$ cat src/source/ovi_params.svh
/* Sizes shared by the OVI memory-operation bridge and its testbench.
   Include wherever a width, depth or credit count is needed. */
`ifndef OVI_PARAMS_SVH
`define OVI_PARAMS_SVH

// One vector register
`define OVI_VLEN 256

// Store beat carries two registers, lower register in the low half
`define OVI_BEAT_W 512

// Store buffer entries
`define OVI_STORE_DEPTH 8

// Store credits granted out of reset
`define OVI_STORE_CREDITS 32

// Scoreboard id width
`define OVI_SB_ID_W 5

// Outstanding scoreboard ids held for completion
`define OVI_SBID_DEPTH 8

`endif
$ cat src/source/ovi_pkg.sv
/* Types shared by the bridge RTL and the testbench checker. */
`default_nettype none

`include "ovi_params.svh"

package ovi_pkg;

  typedef logic [`OVI_VLEN-1:0] vreg_t;

  typedef logic [`OVI_BEAT_W-1:0] beat_t;

  typedef logic [`OVI_SB_ID_W-1:0] sb_id_t;

  // Store sequence: collect registers, wait for memory sync, then drain
  typedef enum logic [1:0] {
    ST_IDLE,
    ST_COLLECT,
    ST_WAIT_SYNC,
    ST_DRAIN
  } store_state_t;

  typedef enum logic [1:0] {
    LD_IDLE,
    LD_WAIT_SYNC,
    LD_DRAIN
  } load_state_t;

endpackage

`default_nettype wire

$ cat src/source/ovi_memop_bridge.sv
/* Top of the OVI memory-operation bridge: sequencer, store buffer and
   completion tracker wired to the vector unit and memory side pins. */
`timescale 1ns/1ps
`default_nettype none

module ovi_memop_bridge (
  input  logic            clk,
  input  logic            reset_n,
  input  logic            i_issue_valid,
  input  ovi_pkg::sb_id_t i_issue_sb_id,
  input  logic            i_autogen_store,
  input  logic            i_autogen_load,
  input  logic            i_vs3_valid,
  input  ovi_pkg::vreg_t  i_vs3_data,
  input  logic            i_lq_done,
  input  logic            i_lq_empty,
  input  logic            i_memop_sync_end,
  input  logic            i_store_credit,
  output logic            o_memop_sync_start,
  output logic            o_store_valid,
  output ovi_pkg::beat_t  o_store_data,
  output logic            o_completed_valid,
  output ovi_pkg::sb_id_t o_completed_sb_id
);
  import ovi_pkg::*;

  logic buf_write;
  logic buf_clear;
  logic send_pair;
  logic send_bypass;
  logic pair_ready;
  logic commit;

  memop_sequencer u_sequencer (
    .clk                (clk),
    .reset_n            (reset_n),
    .i_autogen_store    (i_autogen_store),
    .i_autogen_load     (i_autogen_load),
    .i_lq_done          (i_lq_done),
    .i_vs3_valid        (i_vs3_valid),
    .i_memop_sync_end   (i_memop_sync_end),
    .i_lq_empty         (i_lq_empty),
    .i_store_credit     (i_store_credit),
    .i_pair_ready       (pair_ready),
    .o_buf_write        (buf_write),
    .o_buf_clear        (buf_clear),
    .o_send_pair        (send_pair),
    .o_send_bypass      (send_bypass),
    .o_commit           (commit),
    .o_memop_sync_start (o_memop_sync_start)
  );

  store_buffer u_store_buffer (
    .clk           (clk),
    .reset_n       (reset_n),
    .i_write       (buf_write),
    .i_clear       (buf_clear),
    .i_send_pair   (send_pair),
    .i_send_bypass (send_bypass),
    .i_vs3_data    (i_vs3_data),
    .o_pair_ready  (pair_ready),
    .o_store_valid (o_store_valid),
    .o_store_data  (o_store_data)
  );

  completion_tracker u_completion (
    .clk               (clk),
    .reset_n           (reset_n),
    .i_issue_valid     (i_issue_valid),
    .i_issue_sb_id     (i_issue_sb_id),
    .i_commit          (commit),
    .o_completed_valid (o_completed_valid),
    .o_completed_sb_id (o_completed_sb_id)
  );

endmodule

`default_nettype wire

$ cat src/source/completion_tracker.sv
/* In-order scoreboard id queue; one id is returned per commit pulse on the
   registered completion outputs. */
`timescale 1ns/1ps
`default_nettype none

`include "ovi_params.svh"

module completion_tracker (
  input  logic            clk,
  input  logic            reset_n,
  input  logic            i_issue_valid,
  input  ovi_pkg::sb_id_t i_issue_sb_id,
  input  logic            i_commit,
  output logic            o_completed_valid,
  output ovi_pkg::sb_id_t o_completed_sb_id
);
  import ovi_pkg::*;

  localparam int QPTR_W = $clog2(`OVI_SBID_DEPTH);

  sb_id_t id_queue [`OVI_SBID_DEPTH];

  logic [QPTR_W-1:0] q_wptr;
  logic [QPTR_W-1:0] q_rptr;

  // Issue never runs more than a queue ahead of completion
  always_ff @(posedge clk) begin
    if (i_issue_valid) begin
      id_queue[q_wptr] <= i_issue_sb_id;
    end
  end

  always_ff @(posedge clk) begin
    if (!reset_n) begin
      q_wptr <= '0;
      q_rptr <= '0;
    end else begin
      if (i_issue_valid) q_wptr <= q_wptr + 1'b1;
      if (i_commit)      q_rptr <= q_rptr + 1'b1;
    end
  end

  always_ff @(posedge clk) begin
    if (!reset_n) begin
      o_completed_valid <= 1'b0;
    end else begin
      o_completed_valid <= i_commit;
    end
  end

  // Oldest id, meaningful while o_completed_valid is high
  always_ff @(posedge clk) begin
    o_completed_sb_id <= id_queue[q_rptr];
  end

endmodule

`default_nettype wire

$ cat src/source/store_buffer.sv
/* Eight-entry vector register buffer that pairs registers into 512-bit
   store beats, plus the single-register bypass beat. */
`timescale 1ns/1ps
`default_nettype none

`include "ovi_params.svh"

module store_buffer (
  input  logic           clk,
  input  logic           reset_n,
  input  logic           i_write,
  input  logic           i_clear,
  input  logic           i_send_pair,
  input  logic           i_send_bypass,
  input  ovi_pkg::vreg_t i_vs3_data,
  output logic           o_pair_ready,
  output logic           o_store_valid,
  output ovi_pkg::beat_t o_store_data
);
  import ovi_pkg::*;

  localparam int PTR_W = $clog2(`OVI_STORE_DEPTH);

  vreg_t entry [`OVI_STORE_DEPTH];

  logic [`OVI_STORE_DEPTH-1:0] valid;
  logic [`OVI_STORE_DEPTH-1:0] sent;
  logic [PTR_W-1:0]            wptr;
  logic [PTR_W-1:0]            rptr;
  logic [PTR_W-1:0]            rptr_hi;

  // Upper register of the pair, wraps with the pointer
  assign rptr_hi = rptr + 1'b1;

  assign o_pair_ready = valid[rptr] && !sent[rptr] &&
                        valid[rptr_hi] && !sent[rptr_hi];

  always_ff @(posedge clk) begin
    if (i_write) begin
      entry[wptr] <= i_vs3_data;
    end
  end

  always_ff @(posedge clk) begin
    if (!reset_n) begin
      valid <= '0;
      sent  <= '0;
      wptr  <= '0;
      rptr  <= '0;
    end else if (i_clear) begin
      valid <= '0;
      sent  <= '0;
      wptr  <= '0;
      rptr  <= '0;
    end else begin
      if (i_send_pair) begin
        sent[rptr]    <= 1'b1;
        sent[rptr_hi] <= 1'b1;
        rptr          <= rptr + 2'd2;
      end
      // A new write reopens its slot
      if (i_write) begin
        valid[wptr] <= 1'b1;
        sent[wptr]  <= 1'b0;
        wptr        <= wptr + 1'b1;
      end
    end
  end

  always_ff @(posedge clk) begin
    if (!reset_n) begin
      o_store_valid <= 1'b0;
    end else begin
      o_store_valid <= i_send_pair || i_send_bypass;
    end
  end

  // Little endian, lower register in bits 255 to 0
  always_ff @(posedge clk) begin
    if (i_send_bypass) begin
      o_store_data <= {{`OVI_VLEN{1'b0}}, i_vs3_data};
    end else if (i_send_pair) begin
      o_store_data <= {entry[rptr_hi], entry[rptr]};
    end
  end

endmodule

`default_nettype wire

$ cat src/source/memop_sequencer.sv
/* Store and load sequencing for the bridge: decides buffer writes, beat sends,
   store credits, the memory sync start pulse and the commit pulse. */
`timescale 1ns/1ps
`default_nettype none

`include "ovi_params.svh"

module memop_sequencer (
  input  logic clk,
  input  logic reset_n,
  input  logic i_autogen_store,
  input  logic i_autogen_load,
  input  logic i_lq_done,
  input  logic i_vs3_valid,
  input  logic i_memop_sync_end,
  input  logic i_lq_empty,
  input  logic i_store_credit,
  input  logic i_pair_ready,
  output logic o_buf_write,
  output logic o_buf_clear,
  output logic o_send_pair,
  output logic o_send_bypass,
  output logic o_commit,
  output logic o_memop_sync_start
);
  import ovi_pkg::*;

  localparam int CREDIT_W = $clog2(`OVI_STORE_CREDITS) + 1;

  store_state_t st_state;
  store_state_t st_next;
  load_state_t  ld_state;
  load_state_t  ld_next;

  logic [CREDIT_W-1:0] credit_cnt;
  logic                st_start;
  logic                ld_start;
  logic                beat_sent;
  logic                st_commit_q;
  logic                ld_commit;

  assign st_start = (st_state == ST_IDLE) && i_autogen_store;
  assign ld_start = (ld_state == LD_IDLE) && i_autogen_load;

  always_comb begin
    st_next = st_state;
    case (st_state)
      ST_IDLE: begin
        if (i_autogen_store) begin
          st_next = i_lq_done ? ST_WAIT_SYNC : ST_COLLECT;
        end
      end
      ST_COLLECT: begin
        if (i_lq_done) st_next = ST_WAIT_SYNC;
      end
      ST_WAIT_SYNC: begin
        if (i_memop_sync_end) st_next = ST_DRAIN;
      end
      ST_DRAIN: begin
        if (i_lq_empty) st_next = ST_IDLE;
      end
      default: st_next = ST_IDLE;
    endcase
  end

  always_comb begin
    ld_next = ld_state;
    case (ld_state)
      LD_IDLE: begin
        if (i_autogen_load) ld_next = LD_WAIT_SYNC;
      end
      LD_WAIT_SYNC: begin
        if (i_memop_sync_end) ld_next = LD_DRAIN;
      end
      LD_DRAIN: begin
        if (i_lq_empty) ld_next = LD_IDLE;
      end
      default: ld_next = LD_IDLE;
    endcase
  end

  // Single register goes straight out, only possible in the start cycle
  assign o_send_bypass = st_start && i_lq_done && i_vs3_valid;

  assign o_buf_write = i_vs3_valid && !o_send_bypass &&
                       ((st_state == ST_COLLECT) || st_start);

  // Stalled pairs keep draining after the sequence ends, so no state term here
  assign o_send_pair = i_pair_ready && (credit_cnt != '0);

  // Leave the buffer alone while pairs are still waiting for credits
  assign o_buf_clear = (st_state == ST_IDLE) && (ld_state == LD_IDLE) &&
                       !i_autogen_store && !i_autogen_load && !i_pair_ready;

  assign beat_sent = o_send_pair || o_send_bypass;

  assign ld_commit = (ld_state == LD_DRAIN) && i_lq_empty;
  assign o_commit  = st_commit_q || ld_commit;

  always_ff @(posedge clk) begin
    if (!reset_n) begin
      st_state           <= ST_IDLE;
      ld_state           <= LD_IDLE;
      credit_cnt         <= CREDIT_W'(`OVI_STORE_CREDITS);
      st_commit_q        <= 1'b0;
      o_memop_sync_start <= 1'b0;
    end else begin
      st_state           <= st_next;
      ld_state           <= ld_next;
      st_commit_q        <= (st_state == ST_DRAIN) && i_lq_empty;
      o_memop_sync_start <= st_start || ld_start;
      if (beat_sent && !i_store_credit) begin
        credit_cnt <= credit_cnt - 1'b1;
      end else if (i_store_credit && !beat_sent) begin
        credit_cnt <= credit_cnt + 1'b1;
      end
    end
  end

endmodule

`default_nettype wire

$ cat config.mk
export PLATFORM = sky130hd
export DESIGN_NAME = ovi_memop_bridge
export DESIGN_NICKNAME = d
export VERILOG_FILES = /design/src/source/ovi_pkg.sv /design/src/source/ovi_memop_bridge.sv /design/src/source/completion_tracker.sv /design/src/source/store_buffer.sv /design/src/source/memop_sequencer.sv
export VERILOG_INCLUDE_DIRS = /design/src /design/src/source
export SDC_FILE = /design/constraint.sdc
export NUM_CORES = 2
export LEC_CHECK = 0
export CAP_MARGIN = 20
export CORE_ASPECT_RATIO = 1.25
export CORE_UTILIZATION = 65
export DETAILED_ROUTE_END_ITERATION = 10
export DONT_BUFFER_PORTS = 1
export PLACE_DENSITY = 0.84
export SLEW_MARGIN = 15
export SYNTH_ARGS = -nofsm -noshare
export SYNTH_HDL_FRONTEND = slang
export SYNTH_HIERARCHICAL = 1
export SYNTH_SLANG_ARGS = --single-unit
export TNS_END_PERCENT = 5
$ cat constraint.sdc
create_clock -name clk -period 105.6 [get_ports clk]
set_input_delay 31.68 -clock clk [delete_from_list [all_inputs] [get_ports clk]]
set_output_delay 31.68 -clock clk [all_outputs]
set_load 0.03 [all_outputs]
### Yosys cells after proc, flatten, opt, wreduce, memory -nomap -nowiden

Memory sizes are Yosys's and may differ from the RTL's. A register that Yosys moved wholly into a read port is not among the register bits.
Cells that the tools add are included.

* register bits after elaboration: 298
* memory bits (writable): 2088
* input bits: 271
* output and inout port bits: 520
* logic and storage cells: 125
* memories: 2

Memories
* u_store_buffer.entry: words 8, bits a word 256, rd ports 2, clocked after Yosys merged registers in 2, wr ports 1, RTL line store_buffer.sv:24 `` vreg_t entry [`OVI_STORE_DEPTH]; ``
* u_completion.id_queue: words 8, bits a word 5, rd ports 1, clocked after Yosys merged registers in 1, wr ports 1, RTL line completion_tracker.sv:21 `` sb_id_t id_queue [`OVI_SBID_DEPTH]; ``

* add/subtract/negate cells: 7
* $lt $le $gt $ge: 6
* equality and inequality tests: 12
* muxes and demuxes: 37
* bitwise gates (word level): 6
* reduce and logical (&&, ||, !) cells: 41

Operators by type and width (count)
* 2-to-1 mux 256 bit: 2
* 2-to-1 mux 8 bit: 4
* bitwise OR 8 bit: 3
* logical AND 1 bit: 21
* 2-to-1 mux 2 bit: 7
* != test 2 bit (second input constant): 7
* adder 3 x 1 -> 3 bit (second input constant): 4
* binary-select mux 1 bit (select 3 bit): 4
* less-than comparator 3 x 4 -> 1 bit (second input constant): 3
* 2-to-1 mux 6 bit: 2
* 2-to-1 mux 1 bit: 11
* demux 1 bit (select 3 bit): 3
* >= comparator 3 x 1 -> 1 bit (second input constant): 3
* bitwise AND 8 bit: 1
* logical NOT 1 bit: 8
* NOT 8 bit: 1
* one-hot mux 2 bit (4 select lines): 1
* adder 6 x 1 -> 6 bit (second input constant): 1
* equality test 2 bit (second input constant): 3
* 2-to-1 mux 3 bit: 2
* one-hot mux 2 bit (3 select lines): 1
* nonzero test 6 bit: 1
* subtractor 6 x 1 -> 6 bit (second input constant): 1
* equality test 2 x 1 -> 1 bit (second input constant): 2
* 8 further kinds: 13

### Logic depth before layout (Yosys ltp)

* depth in word-level cells: 12
* depth in mapped cells: 14
* depth with buffers taken out: 11

### Modules after synthesis

The synthesis kept the hierarchy.

Modules (own cells, without submodules)
* store_buffer: instances 1, cells each 4142, area an instance 94553.2 um^2, sequential area each 74791.7 um^2
* completion_tracker: instances 1, cells each 101, area an instance 1970.6 um^2, sequential area each 1441.4 um^2
* memop_sequencer: instances 1, cells each 98, area an instance 828.3 um^2, sequential area each 240.2 um^2

### Least setup slack after synthesis

No wires, ideal clock.

* path type: input to register
* start: input i_autogen_store
* end: register u_store_buffer.sent[0]
* arrival: 58590 ps
* required time: 104430 ps
* setup slack: 45840 ps
* stages: 5
* path buffers: 0
* cell sequence: nand2_1 > o21ai_0 > and2_1 > nor4b_1 > nor3_1

* cells in the longest elaborated chain, start to end: 7

Ends and longest elaborated chain
* start, declared: RTL line ovi_memop_bridge.sv:11 `input logic i_autogen_store,`
* logical AND 1 bit (*): RTL line memop_sequencer.sv:42 `assign st_start = (st_state == ST_IDLE) && i_autogen_store;`
* logical AND 1 bit (2 in series): RTL line memop_sequencer.sv:83 `assign o_send_bypass = st_start && i_lq_done && i_vs3_valid;`
* logical NOT 1 bit: RTL line memop_sequencer.sv:85 `assign o_buf_write = i_vs3_valid && !o_send_bypass &&`
* logical AND 1 bit: RTL line memop_sequencer.sv:85
* logical AND 1 bit (*): RTL line memop_sequencer.sv:85
* net buf_write: RTL line ovi_memop_bridge.sv:27 `logic buf_write;`
* 2-to-1 mux 8 bit (*): RTL line store_buffer.sv:62 `if (i_write) begin`
* end signal, assigned by index: RTL line store_buffer.sv:57 `sent[rptr] <= 1'b1;`
* end signal, assigned by index: RTL line store_buffer.sv:58 `sent[rptr_hi] <= 1'b1;`
* end signal, assigned by index: RTL line store_buffer.sv:64 `sent[wptr] <= 1'b0;`
* end, declared: RTL line store_buffer.sv:27 `` logic [`OVI_STORE_DEPTH-1:0] sent; ``

Mark *: on every way through the listed nets, which the timed path passes. The rest lies on a longest branch.
A chain may end at the register's enable or synchronous reset.

### Worst setup path after layout

* start: input i_autogen_store
* end: register u_store_buffer.o_store_data[214], data pin

* cells in the longest elaborated chain, start to end: 4

Ends and longest elaborated chain
* logical AND 1 bit: RTL line memop_sequencer.sv:42
* logical AND 1 bit (2 in series): RTL line memop_sequencer.sv:83
* net send_bypass: RTL line ovi_memop_bridge.sv:30 `logic send_bypass;`
* 2-to-1 mux 256 bit: RTL line store_buffer.sv:80 `if (i_send_bypass) begin`
* end signal, assigned: RTL line store_buffer.sv:81 `` o_store_data <= {{`OVI_VLEN{1'b0}}, i_vs3_data}; ``
* end signal, assigned: RTL line store_buffer.sv:83 `o_store_data <= {entry[rptr_hi], entry[rptr]};`
* end, declared: RTL line store_buffer.sv:18 `output ovi_pkg::beat_t o_store_data`

The timed path passes the listed nets, and every way through them passes these cells.

==> out/metrics.cfg <==
[status]
outcome = finished clean

[setup_path]
critPathCapture = u_store_buffer/o_store_data[214]
r2r_end = u_store_buffer/o_store_data[214]
cp_max_fo = 142
crit_arrival_ns = 36.78
crit_type = in -> reg
critPathRequiredTime_ns = 106.20
start_kind = primary input
reg2reg_slack_ns = 99.57
r2r-start = u_sequencer/st_state[0]
r2r_cells = 10
endpoint_kind = flip-flop
cp-startpoint = i_autogen_store

[cells_and_area]
fin_area_um2 = 106900
syn_to_final_growth_pct = 9.836
nets = 4709
layout.cells.non_filler = 6625
fillers = 7616
drive_above_1_share_pct = 26.35

[placement]
routabilityCongestion = 0.8007
place_area_um2 = 99100
dp.cells = 6190
hpwl_mm = 124.5
io_buffer_count = 0

[die]
start_util_pct = 65.57
rows = 158
num_io_pins = 791
core-area_um2 = 148500
die_h_um = 434.7
die_area_um2 = 151300
dieWidth_um = 348.1

[synth]
synth_area_leaders = edfxtp_1 72%, mux4_2 12%, dfxtp_1 6.3%
yosysTopAreaCell = edfxtp_1
ys_seq_elements = 2648
seq_area_frac_synth_pct = 78.55
synth_top_area_share_pct = 72.30
syn_inst = 4341
avgSynthCellArea_um2 = 22.43
ys_warn_count = 6
synth.distinct_cells = 51
syn_area_um2 = 97350
synth_nets = 4630

[drt]
ant_nets = 0
first_pass_iters = 8
viasPerCell = 6.808
post_drt_wl_per_cell_um = 35.19
drc = 0
wirelength_mm = 233.1
vias = 45104
dr.first_iter.drc_count = 5245

[sta]
maxSlewHeadroom_pct = 18.13
max_freq_mhz = 27.64
fin_worst_skew_ns = 0.06551
setup_tns_ns = 0
finalHoldViolCount = 0
rsz0062_at_grt = false
final.min_clock_period_ns = 36.18
final-setup-viol-count = 0
tightest_slew_ns = 1.228
slew_viol_final = 0
period_share_pct = 34.26

[global_route]
grt_pass1_vias = 46074
grt_pass1_wl_mm = 330.4
grt_overflow = 0
antenna_found_initial = 3
grt_use_total_pct = 30.83
grt_max_degree = 147

[clocking]
tritoncts = done
hold_buffers = 0
postCtsSetupBuffers = 0
cts-resized-gates = 0
clk_latency_ns = 0.90
clk_pin_slew_worst_paths_ns = 0.07
cts_buffers = 227
root_buffer = clkbuf_16
cts.sinks = 2648
htreeDepth = 4
cts_buffer_depth = 3

[pwr]
powerDensity_nw_per_um2 = 20.82
peakVddDrop_uv = 27.26
cellLeakagePower_nw = 32.99

[hold_path]
hold_class = reg -> reg

[run]
drv_cap = 0

[layout by cell type (no fill, tap or decap), types with 11 or more instances in the layout]
master      netlist  routed
edfxtp_1       2344    2344
clkinv_2          0      45
inv_6             0      11
nor3_1           12      12
clkbuf_8          0      27
nand2_1          15      15
mux4_2          512     512
clkbuf_16         0     231
dfxtp_1         304     300
a21oi_1          13      13
clkinv_1          0      24
clkbuf_1         71      43
clkinvlp_4        0      11
mux2_2          261     261
bufinv_16         0      25
ha_1             17      17
mux2i_1         263     263
nor2_1          299     298
buf_4            15      52
[worst max-delay path: stages]
cell and delay [ns]:
nand2_1 0.12, nor2_4 0.26, buf_4 0.60, buf_12 0.47
buf_4 0.88, buf_4 0.84, buf_4 0.82, mux2_2 0.44
[cell usage after synthesis, drive strengths merged]
library cell / instances
a2111oi: 1
a211oi: 1
a21bo: 2
a21boi: 1
a21oi: 13
a221oi: 1
a311o: 1
a31oi: 2
and2: 5
and3: 3
and4: 1
and4b: 3
buf: 141
clkbuf: 71
dfxtp: 304
edfxtp: 2344
fa: 1
ha: 17
inv: 10
mux2: 261
mux2i: 263
mux4: 522
nand2: 15
nand2b: 4
nand3: 5
nand3b: 2
nand4: 2
nor2: 299
nor2b: 6
nor3: 12
nor4b: 1
nor4bb: 4
o2111a: 1
o2111ai: 1
o211a: 1
o211ai: 2
o21ai: 2
o21bai: 1
o311ai: 1
o31a: 2
or2: 2
or4: 1
or4b: 1
xnor2: 6
xor2: 2
[flip-flops by register name (all words and copies together), names as in the netlist, 5 cells and up, named ones only]
signal,cells
u_store_buffer/entry,2048
u_store_buffer/o_store_data,512
u_completion/id_queue,40
u_store_buffer/sent,8
u_store_buffer/valid,8
u_sequencer/credit_cnt,6
u_completion/o_completed_sb_id,5
[per-layer routing]
layer	routed length [um]	global-route usage [%]	part of all wire [%]	vias up
met3	25540	8.389	11	549
met4	12390	14.67	5.3	0
li1	-	-	-	17838
met2	116900	50.69	50	3242
met5	0	0	0	-
met1	78270	38.42	34	23475
[power breakdown]
part	internal [mW]	switching [mW]	total, mW
Clock	0.484	0.380	0.864
Combinational	0.0447	0.0626	0.107
Sequential	1.19	0.0627	1.25
[stage by stage]
| step | hold WS [ns] | setup WS (ns) | utilization (%) | power, mW |
|---|---|---|---|---|
| 2_1_floorplan | 0.4312 | 45.84 | - | 1.359 |
| 3_3_place_gp | 0.4451 | 69.08 | 66.75 | 1.369 |
| 3_5_place_dp | 0.4517 | 68.94 | 66.75 | 1.376 |
| 4_1_cts | 0.4759 | 69.84 | 72.00 | 2.234 |
| 5_1_grt | 0.4981 | 69.54 | 72.02 | 2.278 |
| 6_report | 0.4714 | 69.42 | 72.02 | 2.226 |
[final cells by class]
type	count	area (um^2)	share of cell area, %
diodes	3	7.507	0.007021
well taps	2000	2502	2.340
clock buffers	301	6314	5.904
multi-input cells	1471	19500	18.24
clock inverters	130	1479	1.383
inverters	10	37.54	0.03510
repair buffers	62	598.1	0.5593
flip-flops and latches	2648	76490	71.53
[logic make-up after synthesis]
group | count (synthesis) | synth area share [%]
buf+inv | 222 | 1.493
mux | 1046 | 17.84
fa+ha+maj | 18 | 0.2390
xor+xnor | 8 | 0.07198
compound gates | 33 | 0.2416
flops | 2648 | 78.55
simple gates | 366 | 1.563
[worst min-delay path by stage]
| stage | to | start | slack (ns) | depth (start not counted) |
|---|---|---|---|---|
| floorplan | u_store_buffer/valid[1] | u_store_buffer/valid[1] | 0.43 | 2 |
| global placement | u_store_buffer/valid[3] | u_store_buffer/valid[3] | 0.45 | 2 |
| detailed placement | u_store_buffer/valid[3] | u_store_buffer/valid[3] | 0.45 | 2 |
| CTS | u_store_buffer/valid[5] | u_store_buffer/valid[5] | 0.48 | 2 |
| global route | u_store_buffer/valid[5] | u_store_buffer/valid[5] | 0.50 | 2 |
| finish | u_store_buffer/valid[5] | u_store_buffer/valid[5] | 0.47 | 2 |
Note: power is estimated with default switching activity, not from simulation.
